[config.mk]
export PLATFORM = sky130hd
export DESIGN_NAME = life_top
export DESIGN_NICKNAME = d
export VERILOG_FILES = /design/src/source/life_pkg.sv /design/src/source/mem_port_if.sv /design/src/source/life_top.sv /design/src/source/gen_stats.sv /design/src/source/cell_rule.sv /design/src/source/gen_sequencer.sv /design/src/source/row_store.sv /design/src/source/seed_loader.sv /design/src/source/button_debounce.sv
export VERILOG_INCLUDE_DIRS = /design/src /design/src/source
export SDC_FILE = /design/constraint.sdc
export NUM_CORES = 1
export LEC_CHECK = 0
export ABC_AREA = 1
export BUFFER_PORTS_ARGS = -buffer_cell sky130_fd_sc_hd__buf_2
export CAP_MARGIN = 25
export CORE_MARGIN = 3
export CORE_UTILIZATION = 35
export CTS_BUF_LIST = sky130_fd_sc_hd__clkbuf_16
export CTS_CLUSTER_DIAMETER = 200
export DETAILED_ROUTE_END_ITERATION = 7
export SETUP_SLACK_MARGIN = 0.3
export SKIP_LAST_GASP = 1
export SLEW_MARGIN = 25
export SYNTH_ARGS = -nofsm -noshare
export SYNTH_HDL_FRONTEND = slang
export SYNTH_HIERARCHICAL = 1
export SYNTH_SLANG_ARGS = --single-unit
[constraint.sdc]
create_clock -name clk4 -period 3 [get_ports clk4]
set_clock_uncertainty 0.05 [all_clocks]
set_input_delay 0.3 -clock clk4 [delete_from_list [all_inputs] [get_ports clk4]]
set_output_delay 0.3 -clock clk4 [all_outputs]
set_load 0.05 [all_outputs]
[src/source/life_defs.svh]
////////////////////
// Life engine constants for grid, button timing and rate window
////////////////////
`ifndef LIFE_DEFS_SVH
`define LIFE_DEFS_SVH

// Grid geometry
`define GRID_W 16
`define GRID_H 16
`define ADDR_BITS 4	// log2 of GRID_H

// Button timing in clk4 cycles
`define PRESS_CYCLES 8	// Min high time for a press
`define PULSE_CYCLES 20	// Press committed as one step
`define LONG_CYCLES 200	// Held this long becomes run mode
`define RELEASE_CYCLES 40	// Low time back to idle

// Rate window in clk4 cycles
`define TICKS_PER_SEC 1000

// Seed LFSR start, never zero
`define SEED_ROW 16'hace1

`endif
[src/source/life_pkg.sv]
////////////////////
// Life engine types shared across blocks
////////////////////
`default_nettype none
`include "life_defs.svh"

package life_pkg;

	// One grid row, bit i is column i
	typedef logic [`GRID_W-1:0] row_t;

	typedef logic [`ADDR_BITS-1:0] row_addr_t;	// Row index

	// Progress counters
	typedef logic [31:0] gen_count_t;	// Total generations
	typedef logic [15:0] rate_t;	// Generations per window

	// Button classifier states
	typedef enum logic [2:0] {
		BTN_IDLE,
		BTN_WAIT_PRESS,	// High, not yet long enough
		BTN_WAIT_PULSE,	// Step issued, riding out the pulse
		BTN_WAIT_LONG,
		BTN_LONG,	// Run mode
		BTN_WAIT_OFF,
		BTN_WAIT_LOFF	// Released from run mode
	} btn_state_t;

endpackage

`default_nettype wire

[src/source/mem_port_if.sv]
////////////////////
// Row store port bundle
////////////////////
`timescale 1ns/1ps
`default_nettype none

interface mem_port_if;
	import life_pkg::*;

	logic re;	// Read strobe
	row_addr_t raddr;
	row_t rdata;	// Valid the cycle after re
	logic we;	// Write strobe
	row_addr_t waddr;
	row_t wdata;

	// Sequencer side
	modport master (output re, raddr, we, waddr, wdata, input rdata);

	// Memory side
	modport store (input re, raddr, we, waddr, wdata, output rdata);

endinterface

`default_nettype wire

[src/source/life_top.sv]
////////////////////
// Life engine top, button driven with a host row read port
////////////////////
`timescale 1ns/1ps
`default_nettype none

module life_top (
	input  logic clk4,
	input  logic reset,
	input  logic button,
	input  logic row_req_valid,
	input  life_pkg::row_addr_t row_req_addr,
	output logic row_req_ready,
	output logic row_rsp_valid,
	output logic seeded,
	output life_pkg::row_t row_rsp_data,
	output life_pkg::gen_count_t gen_total,
	output life_pkg::rate_t gen_rate
);
	import life_pkg::*;

	logic step, hold;	// Button commands
	logic seed_valid, seed_ready, seed_done;
	row_t seed_row;
	logic win_shift, next_valid;	// Window handshake
	row_t win_row, next_row;
	logic gen_done;

	mem_port_if mem ();	// Row store ports

	button_debounce _debounce (.clk4(clk4), .reset(reset), .button(button),
		.step(step), .hold(hold));

	seed_loader _seed (.clk4(clk4), .reset(reset), .seed_valid(seed_valid),
		.seed_row(seed_row), .seed_ready(seed_ready), .done(seed_done));

	row_store _store (.clk4(clk4), .mem(mem.store));

	gen_sequencer _seq (
		.clk4(clk4), .reset(reset), .step(step), .hold(hold),
		.seed_valid(seed_valid), .seed_row(seed_row), .seed_ready(seed_ready),
		.seed_done(seed_done), .mem(mem.master),
		.win_shift(win_shift), .win_row(win_row), .next_valid(next_valid),
		.next_row(next_row),
		.row_req_valid(row_req_valid), .row_req_addr(row_req_addr),
		.row_req_ready(row_req_ready), .row_rsp_valid(row_rsp_valid),
		.row_rsp_data(row_rsp_data), .gen_done(gen_done), .seeded(seeded)
	);

	cell_rule _rule (.clk4(clk4), .reset(reset), .win_shift(win_shift),
		.win_row(win_row), .next_valid(next_valid), .next_row(next_row));

	gen_stats _stats (.clk4(clk4), .reset(reset), .gen_done(gen_done),
		.gen_total(gen_total), .gen_rate(gen_rate));

endmodule

`default_nettype wire

[src/source/gen_stats.sv]
////////////////////
// Generation counter and per window rate
////////////////////
`timescale 1ns/1ps
`default_nettype none
`include "life_defs.svh"

module gen_stats (
	input  logic clk4,
	input  logic reset,
	input  logic gen_done,
	output life_pkg::gen_count_t gen_total,
	output life_pkg::rate_t gen_rate
);
	import life_pkg::*;

	localparam int TICK_BITS = $clog2(`TICKS_PER_SEC);

	logic [TICK_BITS-1:0] tick_cnt;	// Window position
	logic tick;
	gen_count_t snap;	// Total at previous tick

	assign tick = (tick_cnt == TICK_BITS'(`TICKS_PER_SEC - 1));

	always_ff @(posedge clk4) begin
		if (reset) begin
			gen_total <= '0;
			gen_rate <= '0;
			tick_cnt <= '0;
			snap <= '0;
		end else begin
			gen_total <= gen_total + gen_count_t'(gen_done);
			tick_cnt <= tick ? '0 : tick_cnt + 1'b1;
			if (tick) begin
				gen_rate <= rate_t'(gen_total - snap);	// Gens in the last window
				snap <= gen_total;
			end
		end
	end

endmodule

`default_nettype wire

[src/source/cell_rule.sv]
////////////////////
// Three row window and life rule, dead outside the grid
////////////////////
`timescale 1ns/1ps
`default_nettype none
`include "life_defs.svh"

module cell_rule (
	input  logic clk4,
	input  logic reset,
	input  logic win_shift,
	input  life_pkg::row_t win_row,
	output logic next_valid,
	output life_pkg::row_t next_row
);
	import life_pkg::*;

	row_t above;
	row_t cur;	// Row being updated
	row_t below;
	logic [`ADDR_BITS:0] scnt;	// Shifts this pass, GRID_H+1 per pass

	// Next row from three neighbours rows
	function automatic row_t life_step(input row_t a, input row_t c, input row_t b);
		logic [`GRID_W+1:0] pa;
		logic [`GRID_W+1:0] pc;
		logic [`GRID_W+1:0] pb;
		logic [3:0] n;
		row_t r;
		pa = {1'b0, a, 1'b0};	// Dead columns either side
		pc = {1'b0, c, 1'b0};
		pb = {1'b0, b, 1'b0};
		for (int i = 0; i < `GRID_W; i++) begin
			n = 4'(pa[i]) + 4'(pa[i+1]) + 4'(pa[i+2]) + 4'(pc[i]) + 4'(pc[i+2])
				+ 4'(pb[i]) + 4'(pb[i+1]) + 4'(pb[i+2]);
			r[i] = (n == 4'd3) || (c[i] && n == 4'd2);	// Birth or survival
		end
		return r;
	endfunction

	assign next_row = life_step(above, cur, below);

	// Window shift, first shift of a pass starts from dead rows
	always_ff @(posedge clk4) begin
		if (win_shift) begin
			above <= (scnt == '0) ? '0 : cur;
			cur <= (scnt == '0) ? '0 : below;
			below <= win_row;
		end
	end

	always_ff @(posedge clk4) begin
		if (reset) begin
			scnt <= '0;
			next_valid <= 1'b0;
		end else begin
			next_valid <= win_shift && (scnt != '0);	// cur holds a real row
			if (win_shift)
				scnt <= (scnt == `GRID_H) ? '0 : scnt + 1'b1;
		end
	end

endmodule

`default_nettype wire

[src/source/gen_sequencer.sv]
////////////////////
// Row store arbiter, runs seeding, host reads and generation passes
////////////////////
`timescale 1ns/1ps
`default_nettype none
`include "life_defs.svh"

module gen_sequencer (
	input  logic clk4,
	input  logic reset,
	input  logic step,
	input  logic hold,
	input  logic seed_valid,
	input  life_pkg::row_t seed_row,
	output logic seed_ready,
	input  logic seed_done,
	mem_port_if.master mem,
	output logic win_shift,
	output life_pkg::row_t win_row,
	input  logic next_valid,
	input  life_pkg::row_t next_row,
	input  logic row_req_valid,
	input  life_pkg::row_addr_t row_req_addr,
	output logic row_req_ready,
	output logic row_rsp_valid,
	output life_pkg::row_t row_rsp_data,
	output logic gen_done,
	output logic seeded
);
	import life_pkg::*;

	localparam int PASS_LAST = `GRID_H + 2;	// Cycle of the last write

	typedef enum logic [1:0] {ST_SEED, ST_IDLE, ST_HOST, ST_PASS} seq_state_t;

	seq_state_t state;
	logic [`ADDR_BITS+1:0] cnt;	// Pass cycle
	row_addr_t wcnt;	// Next row to write
	logic pend;	// Step waiting for a pass
	logic go;
	logic accept;
	logic rd_q;	// Read slot one cycle back
	logic dead_q;	// Slot past the last row
	logic [1:0] rsp_pipe;	// Host read in flight

	assign seed_ready = (state == ST_SEED);
	assign row_req_ready = (state == ST_IDLE) && seeded && !rsp_pipe[1];
	assign accept = row_req_valid && row_req_ready;
	assign go = (pend || hold) && !row_req_valid;	// Host reads go first
	assign row_rsp_valid = rsp_pipe[1];

	// Store ports
	assign mem.re = accept || (state == ST_PASS && cnt < `GRID_H);
	assign mem.raddr = (state == ST_PASS) ? row_addr_t'(cnt) : row_req_addr;
	assign mem.we = (state == ST_SEED) ? (seed_valid && seed_ready) : next_valid;
	assign mem.waddr = wcnt;
	assign mem.wdata = (state == ST_SEED) ? seed_row : next_row;

	assign win_shift = rd_q;
	assign win_row = dead_q ? '0 : mem.rdata;	// Dead row below the grid

	////////////////////
	// Control FSM
	always_ff @(posedge clk4) begin
		if (reset) begin
			state <= ST_SEED;
			cnt <= '0;
			pend <= 1'b0;
			seeded <= 1'b0;
			gen_done <= 1'b0;
		end else begin
			gen_done <= 1'b0;
			if (step)
				pend <= 1'b1;
			case (state)
				ST_SEED: begin
					if (seed_done) begin
						state <= ST_IDLE;
						seeded <= 1'b1;
					end
				end
				ST_IDLE: begin
					if (accept) begin
						state <= ST_HOST;
					end else if (go) begin
						state <= ST_PASS;
						cnt <= '0;
						pend <= step;	// Consumed unless a new press arrives
					end
				end
				ST_HOST: if (rsp_pipe[0]) state <= ST_IDLE;
				ST_PASS: begin
					cnt <= cnt + 1'b1;
					if (cnt == PASS_LAST) begin
						gen_done <= 1'b1;
						cnt <= '0;
						if (go)
							pend <= step;	// Back to back
						else
							state <= ST_IDLE;
					end
				end
				default: state <= ST_IDLE;
			endcase
		end
	end

	////////////////////
	// Write pointer, window strobes, host pipe
	always_ff @(posedge clk4) begin
		if (reset) begin
			wcnt <= '0;
			rd_q <= 1'b0;
			dead_q <= 1'b0;
			rsp_pipe <= '0;
		end else begin
			if (mem.we)
				wcnt <= (wcnt == row_addr_t'(`GRID_H - 1)) ? '0 : wcnt + 1'b1;
			rd_q <= (state == ST_PASS) && (cnt <= `GRID_H);
			dead_q <= (state == ST_PASS) && (cnt == `GRID_H);
			rsp_pipe <= {rsp_pipe[0], accept};
		end
	end

	always_ff @(posedge clk4) begin
		if (rsp_pipe[0])
			row_rsp_data <= mem.rdata;
	end

	// Writeback stays behind the read of the row below
	assert property (@(posedge clk4) disable iff (reset)
		(state == ST_PASS && mem.we) |-> (int'(mem.waddr) + 1 < int'(cnt)));

endmodule

`default_nettype wire

[src/source/row_store.sv]
////////////////////
// Cell memory, one row per entry, registered read
////////////////////
`timescale 1ns/1ps
`default_nettype none
`include "life_defs.svh"

module row_store (
	input  logic clk4,
	mem_port_if.store mem
);
	import life_pkg::*;

	row_t cells [`GRID_H];	// Grid body

	// Write port
	always_ff @(posedge clk4) begin
		if (mem.we)
			cells[mem.waddr] <= mem.wdata;
	end

	// Read port, returns old data on a same cycle write
	always_ff @(posedge clk4) begin
		if (mem.re)
			mem.rdata <= cells[mem.raddr];
	end

endmodule

`default_nettype wire

[src/source/seed_loader.sv]
////////////////////
// Seed source, LFSR rows handed to the sequencer after reset
////////////////////
`timescale 1ns/1ps
`default_nettype none
`include "life_defs.svh"

module seed_loader (
	input  logic clk4,
	input  logic reset,
	output logic seed_valid,
	output life_pkg::row_t seed_row,
	input  logic seed_ready,
	output logic done	// All rows handed over
);
	import life_pkg::*;

	logic [15:0] lfsr;
	logic [15:0] lfsr_next;
	row_addr_t idx;	// Row being offered

	// Fibonacci shift toward bit 0, taps 0 2 3 5
	assign lfsr_next = {lfsr[0] ^ lfsr[2] ^ lfsr[3] ^ lfsr[5], lfsr[15:1]};
	assign seed_row = row_t'(lfsr_next);	// Row r is value after r+1 steps
	assign seed_valid = !done;

	always_ff @(posedge clk4) begin
		if (reset) begin
			lfsr <= `SEED_ROW;
			idx <= '0;
			done <= 1'b0;
		end else if (seed_valid && seed_ready) begin
			lfsr <= lfsr_next;
			idx <= idx + 1'b1;
			if (idx == row_addr_t'(`GRID_H - 1))
				done <= 1'b1;	// Last row taken
		end
	end

	assert property (@(posedge clk4) disable iff (reset) lfsr != '0);

endmodule

`default_nettype wire

[src/source/button_debounce.sv]
////////////////////
// Button debounce, classifies presses into step and hold
////////////////////
`timescale 1ns/1ps
`default_nettype none
`include "life_defs.svh"

module button_debounce (
	input  logic clk4,
	input  logic reset,
	input  logic button,
	output logic step,	// One pulse per press
	output logic hold	// Level while held long
);
	import life_pkg::*;

	localparam int CNT_BITS = $clog2(`LONG_CYCLES + 1);
	localparam int REL_BITS = $clog2(`RELEASE_CYCLES + 1);

	logic [2:0] sync;	// Metastability chain
	logic btn;
	btn_state_t state;
	btn_state_t state_next;
	logic [CNT_BITS-1:0] press_cnt;	// Cycles since press began
	logic [REL_BITS-1:0] rel_cnt;	// Cycles low

	assign btn = sync[2];
	assign hold = (state == BTN_LONG) || (state == BTN_WAIT_LOFF);

	// Next state
	always_comb begin
		state_next = state;
		case (state)
			BTN_IDLE: if (btn) state_next = BTN_WAIT_PRESS;
			BTN_WAIT_PRESS: begin
				if (!btn)
					state_next = BTN_IDLE;	// Glitch
				else if (press_cnt == CNT_BITS'(`PRESS_CYCLES))
					state_next = BTN_WAIT_PULSE;
			end
			BTN_WAIT_PULSE: if (press_cnt == CNT_BITS'(`PULSE_CYCLES)) state_next = BTN_WAIT_LONG;
			BTN_WAIT_LONG: begin
				if (!btn)
					state_next = BTN_WAIT_OFF;
				else if (press_cnt >= CNT_BITS'(`LONG_CYCLES))
					state_next = BTN_LONG;
			end
			BTN_LONG: if (!btn) state_next = BTN_WAIT_LOFF;
			BTN_WAIT_OFF: begin
				if (btn)
					state_next = BTN_WAIT_LONG;	// Bounce, keep the press
				else if (rel_cnt == REL_BITS'(`RELEASE_CYCLES))
					state_next = BTN_IDLE;
			end
			BTN_WAIT_LOFF: begin
				if (btn)
					state_next = BTN_LONG;
				else if (rel_cnt == REL_BITS'(`RELEASE_CYCLES))
					state_next = BTN_IDLE;
			end
			default: state_next = BTN_IDLE;
		endcase
	end

	always_ff @(posedge clk4) begin
		if (reset) begin
			sync <= '0;
			state <= BTN_IDLE;
			press_cnt <= '0;
			rel_cnt <= '0;
			step <= 1'b0;
		end else begin
			sync <= {sync[1:0], button};
			state <= state_next;
			step <= (state_next == BTN_WAIT_PULSE) && (state != BTN_WAIT_PULSE);	// Entry pulse
			if (state == BTN_IDLE)
				press_cnt <= '0;
			else if (press_cnt != CNT_BITS'(`LONG_CYCLES))
				press_cnt <= press_cnt + 1'b1;	// Saturates at long time
			rel_cnt <= (state == BTN_WAIT_OFF || state == BTN_WAIT_LOFF) ? rel_cnt + 1'b1 : '0;
		end
	end

	// Run mode always follows the step, never overlaps it
	assert property (@(posedge clk4) disable iff (reset) !(step && hold));

endmodule

`default_nettype wire

==> After elaboration in Yosys (flattened, before gate mapping) <==
Memory sizes are Yosys's and may differ from the RTL's. A register that Yosys moved wholly into a read port is not among the register bits.
Cells that the tools add are included.
{ "totals": {"reg_bits": 205, "ram_bits": 256, "inputBits": 8, "out_inout_bits": 67, "wordCells": 307, "mem_count": 1} }
{ "classes": {"addsub": 114, "n_lt_le_gt_ge": 3, "eq_ne": 60, "muxes": 35, "n_bitwise": 5, "reduce_logical": 62} }
{ "mem_list": {"columns": ["name", "words", "word_bits", "read_ports", "rd_ports_with_merged_regs", "write_ports", "line_no", "source"], "rows": [
  ["_store.cells", 16, 16, 1, 1, 1, "row_store.sv:14", "row_t cells [`GRID_H];"]
]} }
{ "op_table": {"columns": ["cell", "n"], "rows": [
  ["4-bit by 1-bit adder with 4-bit output", 90],
  ["4-bit by 2-bit == test with 1-bit output (second input constant)", 32],
  ["32-bit by 1-bit adder with 32-bit output", 1],
  ["1-bit by 1-bit adder with 2-bit output", 15],
  ["3-bit 2-to-1 mux", 10],
  ["1-bit logical AND", 26],
  ["3-bit case mux with 7 select lines", 1],
  ["1-bit logical OR", 20],
  ["6-bit 2-to-1 mux", 3],
  ["16-bit 2-to-1 mux", 1],
  ["16-bit subtractor", 1],
  ["6-bit by 1-bit adder with 6-bit output (second input constant)", 2],
  ["6-bit by 5-bit == test with 1-bit output (second input constant)", 2],
  ["2-bit 2-to-1 mux", 6],
  ["6-bit case mux with 2 select lines", 1],
  ["10-bit by 1-bit adder with 10-bit output (second input constant)", 1],
  ["10-bit == test (second input constant)", 1],
  ["3-bit by 2-bit == test with 1-bit output (second input constant)", 3],
  ["3-bit == test (second input constant)", 3],
  ["4-bit by 1-bit adder with 4-bit output (second input constant)", 2],
  ["8-bit by 1-bit adder with 8-bit output (second input constant)", 1],
  ["4-bit == test (second input constant)", 2],
  ["8-bit by 4-bit == test with 1-bit output (second input constant)", 1],
  ["8-bit by 5-bit == test with 1-bit output (second input constant)", 1],
  ["other kinds (31)", 53]
]} }

==> Logic depth before layout (Yosys ltp) <==
{ "logic_depth": {"word_depth": 11, "mapped_depth": 13, "mapped_depth_nobuf": 13} }

==> By module <==
The synthesis kept the hierarchy.
{ "modules_own_cells": {"columns": ["module", "n_inst", "cells_per_inst", "area_per_inst_um2", "seq_area_each_um2"], "rows": [
  ["row_store", 1, 1074, 11541.1, 8167.8],
  ["cell_rule", 1, 472, 4697.0, 1561.5],
  ["gen_stats", 1, 652, 4304.1, 1481.4],
  ["gen_sequencer", 1, 211, 1790.5, 860.8],
  ["button_debounce", 1, 160, 1114.8, 420.4],
  ["seed_loader", 1, 126, 972.2, 420.4]
]} }

==> Least setup slack after synthesis <==
No wires, ideal clock.
{ "synth_path": {"kind": "register to register", "startpoint": "register _rule.above[6]", "endpoint": "memory _store/cells[0][6] in the netlist's numbering (data pin)", "setup_ns": 0.285, "arrival_time_ns": 2.979, "t_required_ns": 2.665, "path_slack_ns": -0.315, "stages_incl_launch_ff": 13, "path_buffers": 0, "period_less_slack_ns": 3.315, "cell_sequence": "edfxtp_1 -> inv_1 -> fa_1 -> fa_1 -> fa_1 -> inv_1 -> ha_1 -> fa_1 -> inv_1 -> nand2_1 -> nand3_1 -> a21oi_1 -> mux2_2"} }
{ "synth_via": {"elab_chain_cells": 11, "word_cells_on_any_way": 12, "cone_classes": "add/sub: 7; eq/ne: 2; mux: 1; reduce/logical: 2"} }
{ "synth_lines": {"columns": ["item", "line_no", "source"], "rows": [
  ["from (decl)", "cell_rule.sv:18", "row_t above;"],
  ["from (signal assigned)", "cell_rule.sv:46", "above <= (scnt == '0) ? '0 : cur;"],
  ["1-bit by 1-bit adder with 2-bit output *", "cell_rule.sv:34", "n = 4'(pa[i]) + 4'(pa[i+1]) + 4'(pa[i+2]) + 4'(pc[i]) + 4'(pc[i+2])"],
  ["4-bit by 1-bit adder with 4-bit output * (3 in series)", "cell_rule.sv:34", null],
  ["4-bit by 1-bit adder with 4-bit output * (3 in series)", "cell_rule.sv:35", "+ 4'(pb[i]) + 4'(pb[i+1]) + 4'(pb[i+2]);"],
  ["4-bit by 2-bit == test with 1-bit output", "cell_rule.sv:36", "r[i] = (n == 4'd3) || (c[i] && n == 4'd2);"],
  ["1-bit logical AND", "cell_rule.sv:36", null],
  ["1-bit logical OR *", "cell_rule.sv:36", null],
  ["named net next_row[6]", "life_top.sv:26", "row_t win_row, next_row;"],
  ["16-bit 2-to-1 mux *", "gen_sequencer.sv:57", "assign mem.wdata = (state == ST_SEED) ? seed_row : next_row;"],
  ["named net mem.wdata[6]", "mem_port_if.sv:15", "row_t wdata;"],
  ["to (decl)", "row_store.sv:14", null]
]} }
Mark *: on every way through the listed nets, which the timed path passes. The rest lies on a longest branch.

==> Worst setup path in the final report <==
{ "layout_path": {"startpoint": "register _rule.above[1]", "endpoint": "memory _store/cells[12][2] in the netlist's numbering (data pin)"} }
Same word-level chain as after synthesis.

==> run_results.csv <==
group,metric,value,unit
run_status,status,"complete, but fails checks",
run_status,violations,"negative setup slack",
routing,drc,0,
setup_path,cp-start-kind,"flop",
routing,wl_per_cell,15.0,um
floorplanning,die_w,270,um
global_route,grt_pass1_wl,91800,um
setup_path,cpPeakStageDelay,0.55,ns
place,pre_cts_ws,-0.567,ns
synth,ys_types,51,
power_and_ir_drop,leakagePower,12.7,nW
routing,routed_wl,58000,um
routing,ant_nets,0,
global_route,grt_start_max_net_pins,71,
place,gp_congestion,0.791,
layout,regArea,0.0129,sq mm
synth,synth.area.top_cells,"edfxtp_1 (41%), dfxtp_1 (12%), nand2_1 (10%)",
power_and_ir_drop,power.density,502,mW/mm^2
clock_network,root_buffer,"clkbuf_16",
sta,drv_slew,0,
layout,multi_input_comb_area,0.00928,sq mm
layout,syn2layout_area_growth,18.1,%
clock_network,clkTransAtPathRegs,0.06,ns
layout,final.fill_count,6615,
clock_network,numCtsBuffers,51,
synth,async_reset_ff_frac,0,
sta,setup_ws,-0.493,ns
routing,viasPerCell,4.56,
floorplanning,core,0.0688,sq mm
clock_network,cts.htree.levels,2,
synth,ys_seq_area_frac,0.529,
place,hpwl,37300,um
synth,synth_top_area_share,0.413,
place,placement.io_buffers,74,
synth,yosysTopAreaCell,"edfxtp_1",
power_and_ir_drop,finalPower,0.0145,W
floorplanning,fp-row-count,96,
sta,fin_crit_sh,1.16,
sta,rsz0062_at_grt,"yes",
clock_network,clkLatencyLatePin,0.60,ns
sta,finalCriticalPeriod,3.49,ns
floorplanning,die_y,270,um
place,place_inst,3737,
synth,syn_inst,2695,
layout,fin_cells,3860,
global_route,first_global_vias,16607,
setup_path,crit_fanout,8,
sta,max_slew.worst_pin.slew,0.988,ns
sta,fmaxAchievable,0.286,GHz
clock_network,clock-sinks,477,
hold_path,hold_path.class,"in2reg",
synth,yosys_warnings,6,
sta,relSlewSlack,0.341,
global_route,grt_antenna_before_repair,3,
floorplanning,initial_core_util,0.355,
synth,ys.flop_type,"edfxtp_1",
synth,synth_edf_count,336,
synth,netlist_area,0.0244,sq mm
sta,setup_viol,224,
layout,fin_nets,3028,
run,max_cap_violations,0,
synth,ys_ff_latch,477,
synth,synthTopCellsByCount,"nand2_1 (666), inv_1 (535), edfxtp_1 (336)",
clock_network,cts.path.max_buffers,3,
synth,yosysMostFrequentCell,"nand2_1",
routing,vias,17595,
floorplanning,ios,75,
setup_path,crit_arrival,3.77,ns
setup_path,cpMostUsedCell,"fa_1",
setup_path,critPathKind,"reg2reg",
routing,drtPass1Iterations,5,
clock_network,cts_tree,"yes",
power_and_ir_drop,irDropWorstVdd,0.000406,V
setup_path,path_cells,"inv_2 > fa_1 > fa_1 > fa_1 > inv_1 > ha_2 > fa_1 > nand3_2 > a21oi_2 > buf_6 > mux2_4",
setup_path,cp_slowest_cell,"fa_1",
synth,postSynthAreaPerCell,9.06,sq um
setup_path,cp_data_required_time,3.27,ns
synth,syn-num-nets,2837,
routing,drt-initial-drc-count,1207,
layout,drive_gt1_frac,0.172,
global_route,grt-ovfl-total,0,
setup_path,cp-end-kind,"flop",
sta,final_hold_viol_count,0,
floorplanning,dieArea,0.0730,sq mm
global_route,track_usage,0.158,
path summary, 6_finish.rpt:
kind	start	to	slack, ns	cells past startpoint
min	row_req_valid	_seq/pend	0.06	5
max	_rule/above[1]	_store/cells[12][2]	-0.49	11
max reg2reg	_rule/above[1]	_store/cells[12][2]	-0.49	11
min reg2reg	_debounce/sync[1]	_debounce/sync[2]	0.35	2
cells by family (layout without fill, tap and decap cells):
| kind of cell | Yosys count | in the layout | share of synthesized area |
|---|---|---|---|
| AND/OR/NAND/NOR | 1236 | 1236 | 0.221 |
| XOR/XNOR | 18 | 18 | 0.00646 |
| AO/OA/AOI/OAI | 171 | 171 | 0.0387 |
| adder cells (fa/ha/maj) | 134 | 134 | 0.0874 |
| other | 0 | 1 | 0 |
| buffers and inverters | 643 | 866 | 0.110 |
| flip-flops | 477 | 477 | 0.529 |
| multiplexers | 16 | 26 | 0.00738 |
through the flow:
stage / hold slack (ns) / cell area (sq um) / utilization / TNS, ns
5_1_grt: 0.0812 / 28800 / 0.419 / -120.66
3_3_place_gp: 0.339 / 26700 / 0.387 / -96.29
4_1_cts: 0.0225 / 28700 / 0.417 / -96.50
6_report: 0.0622 / 28800 / 0.419 / -92.53
2_1_floorplan: 0.312 / 24500 / - / -49.72
3_5_place_dp: 0.350 / 26700 / 0.387 / -101.70
registers in the layout, indices dropped and copies added (netlist names), 6 cells and up:
register	flops
_rule/below	16
_seq/row_rsp_data	16
_debounce/rel_cnt	6
_stats/gen_total	32
_stats/snap	16
_stats/tick_cnt	10
_stats/gen_rate	16
_debounce/press_cnt	8
_rule/above	16
_seed/lfsr	16
_rule/cur	16
_seq/cnt	6
_store/mem.rdata	16
_store/cells	256
layout make-up:
type                       count  share of cell area
inverter                     549              0.0718
tap                          931              0.0404
antenna                        1           0.0000868
timing repair buffer         222              0.0580
multi-input combinational   1585               0.322
clock buffer                  52              0.0451
clock inverter                43              0.0151
sequential                   477               0.448
critical path, delay by kind of cell (launching register included):
family | cells | cell delay (ns)
simple gates | 1 | 0.09
fa+ha+maj | 5 | 2.11
flops | 1 | 0.37
compound gates | 1 | 0.04
buf+inv | 3 | 0.23
mux | 1 | 0.32
placed cells by master (no fill, tap or decap), types with 20 or more instances in the layout:
master and instances:
nand2_1 663, inv_1 511, edfxtp_1 336, nand3_1 269
nor2_1 164, dfxtp_1 140, buf_4 127, buf_2 74
a21oi_1 73, ha_1 60, clkbuf_16 52, fa_1 49
o21ai_0 45, inv_2 41, nor2_2 26, nand3b_1 23
mux2_4 22, a21oi_2 20
power breakdown:
group | internal, W | switching (W)
logic | 0.000215 | 0.000486
registers | 0.00717 | 0.0000485
clock network | 0.00391 | 0.00265
layer usage:
metal / part of all wire / vias up / GRT usage
met5: 0.00047 / - / 0
met4: 0.029 / 4 / 0.0514
met3: 0.049 / 106 / 0.0236
met2: 0.46 / 362 / 0.260
met1: 0.46 / 8190 / 0.214
li1: - / 8933 / -
repair_timing:
| action | in CTS | in global routing |
|---|---|---|
| hold buffers | 1 | 0 |
| setup buffers | 11 | 5 |
| gates resized for setup | 38 | 21 |
| gates cloned | 9 | 1 |
| hold endpoints to repair | 1 | 0 |
| pin swaps | 15 | 10 |
| setup endpoints to repair | 256 | 257 |
(Power assumes the default switching activity.)
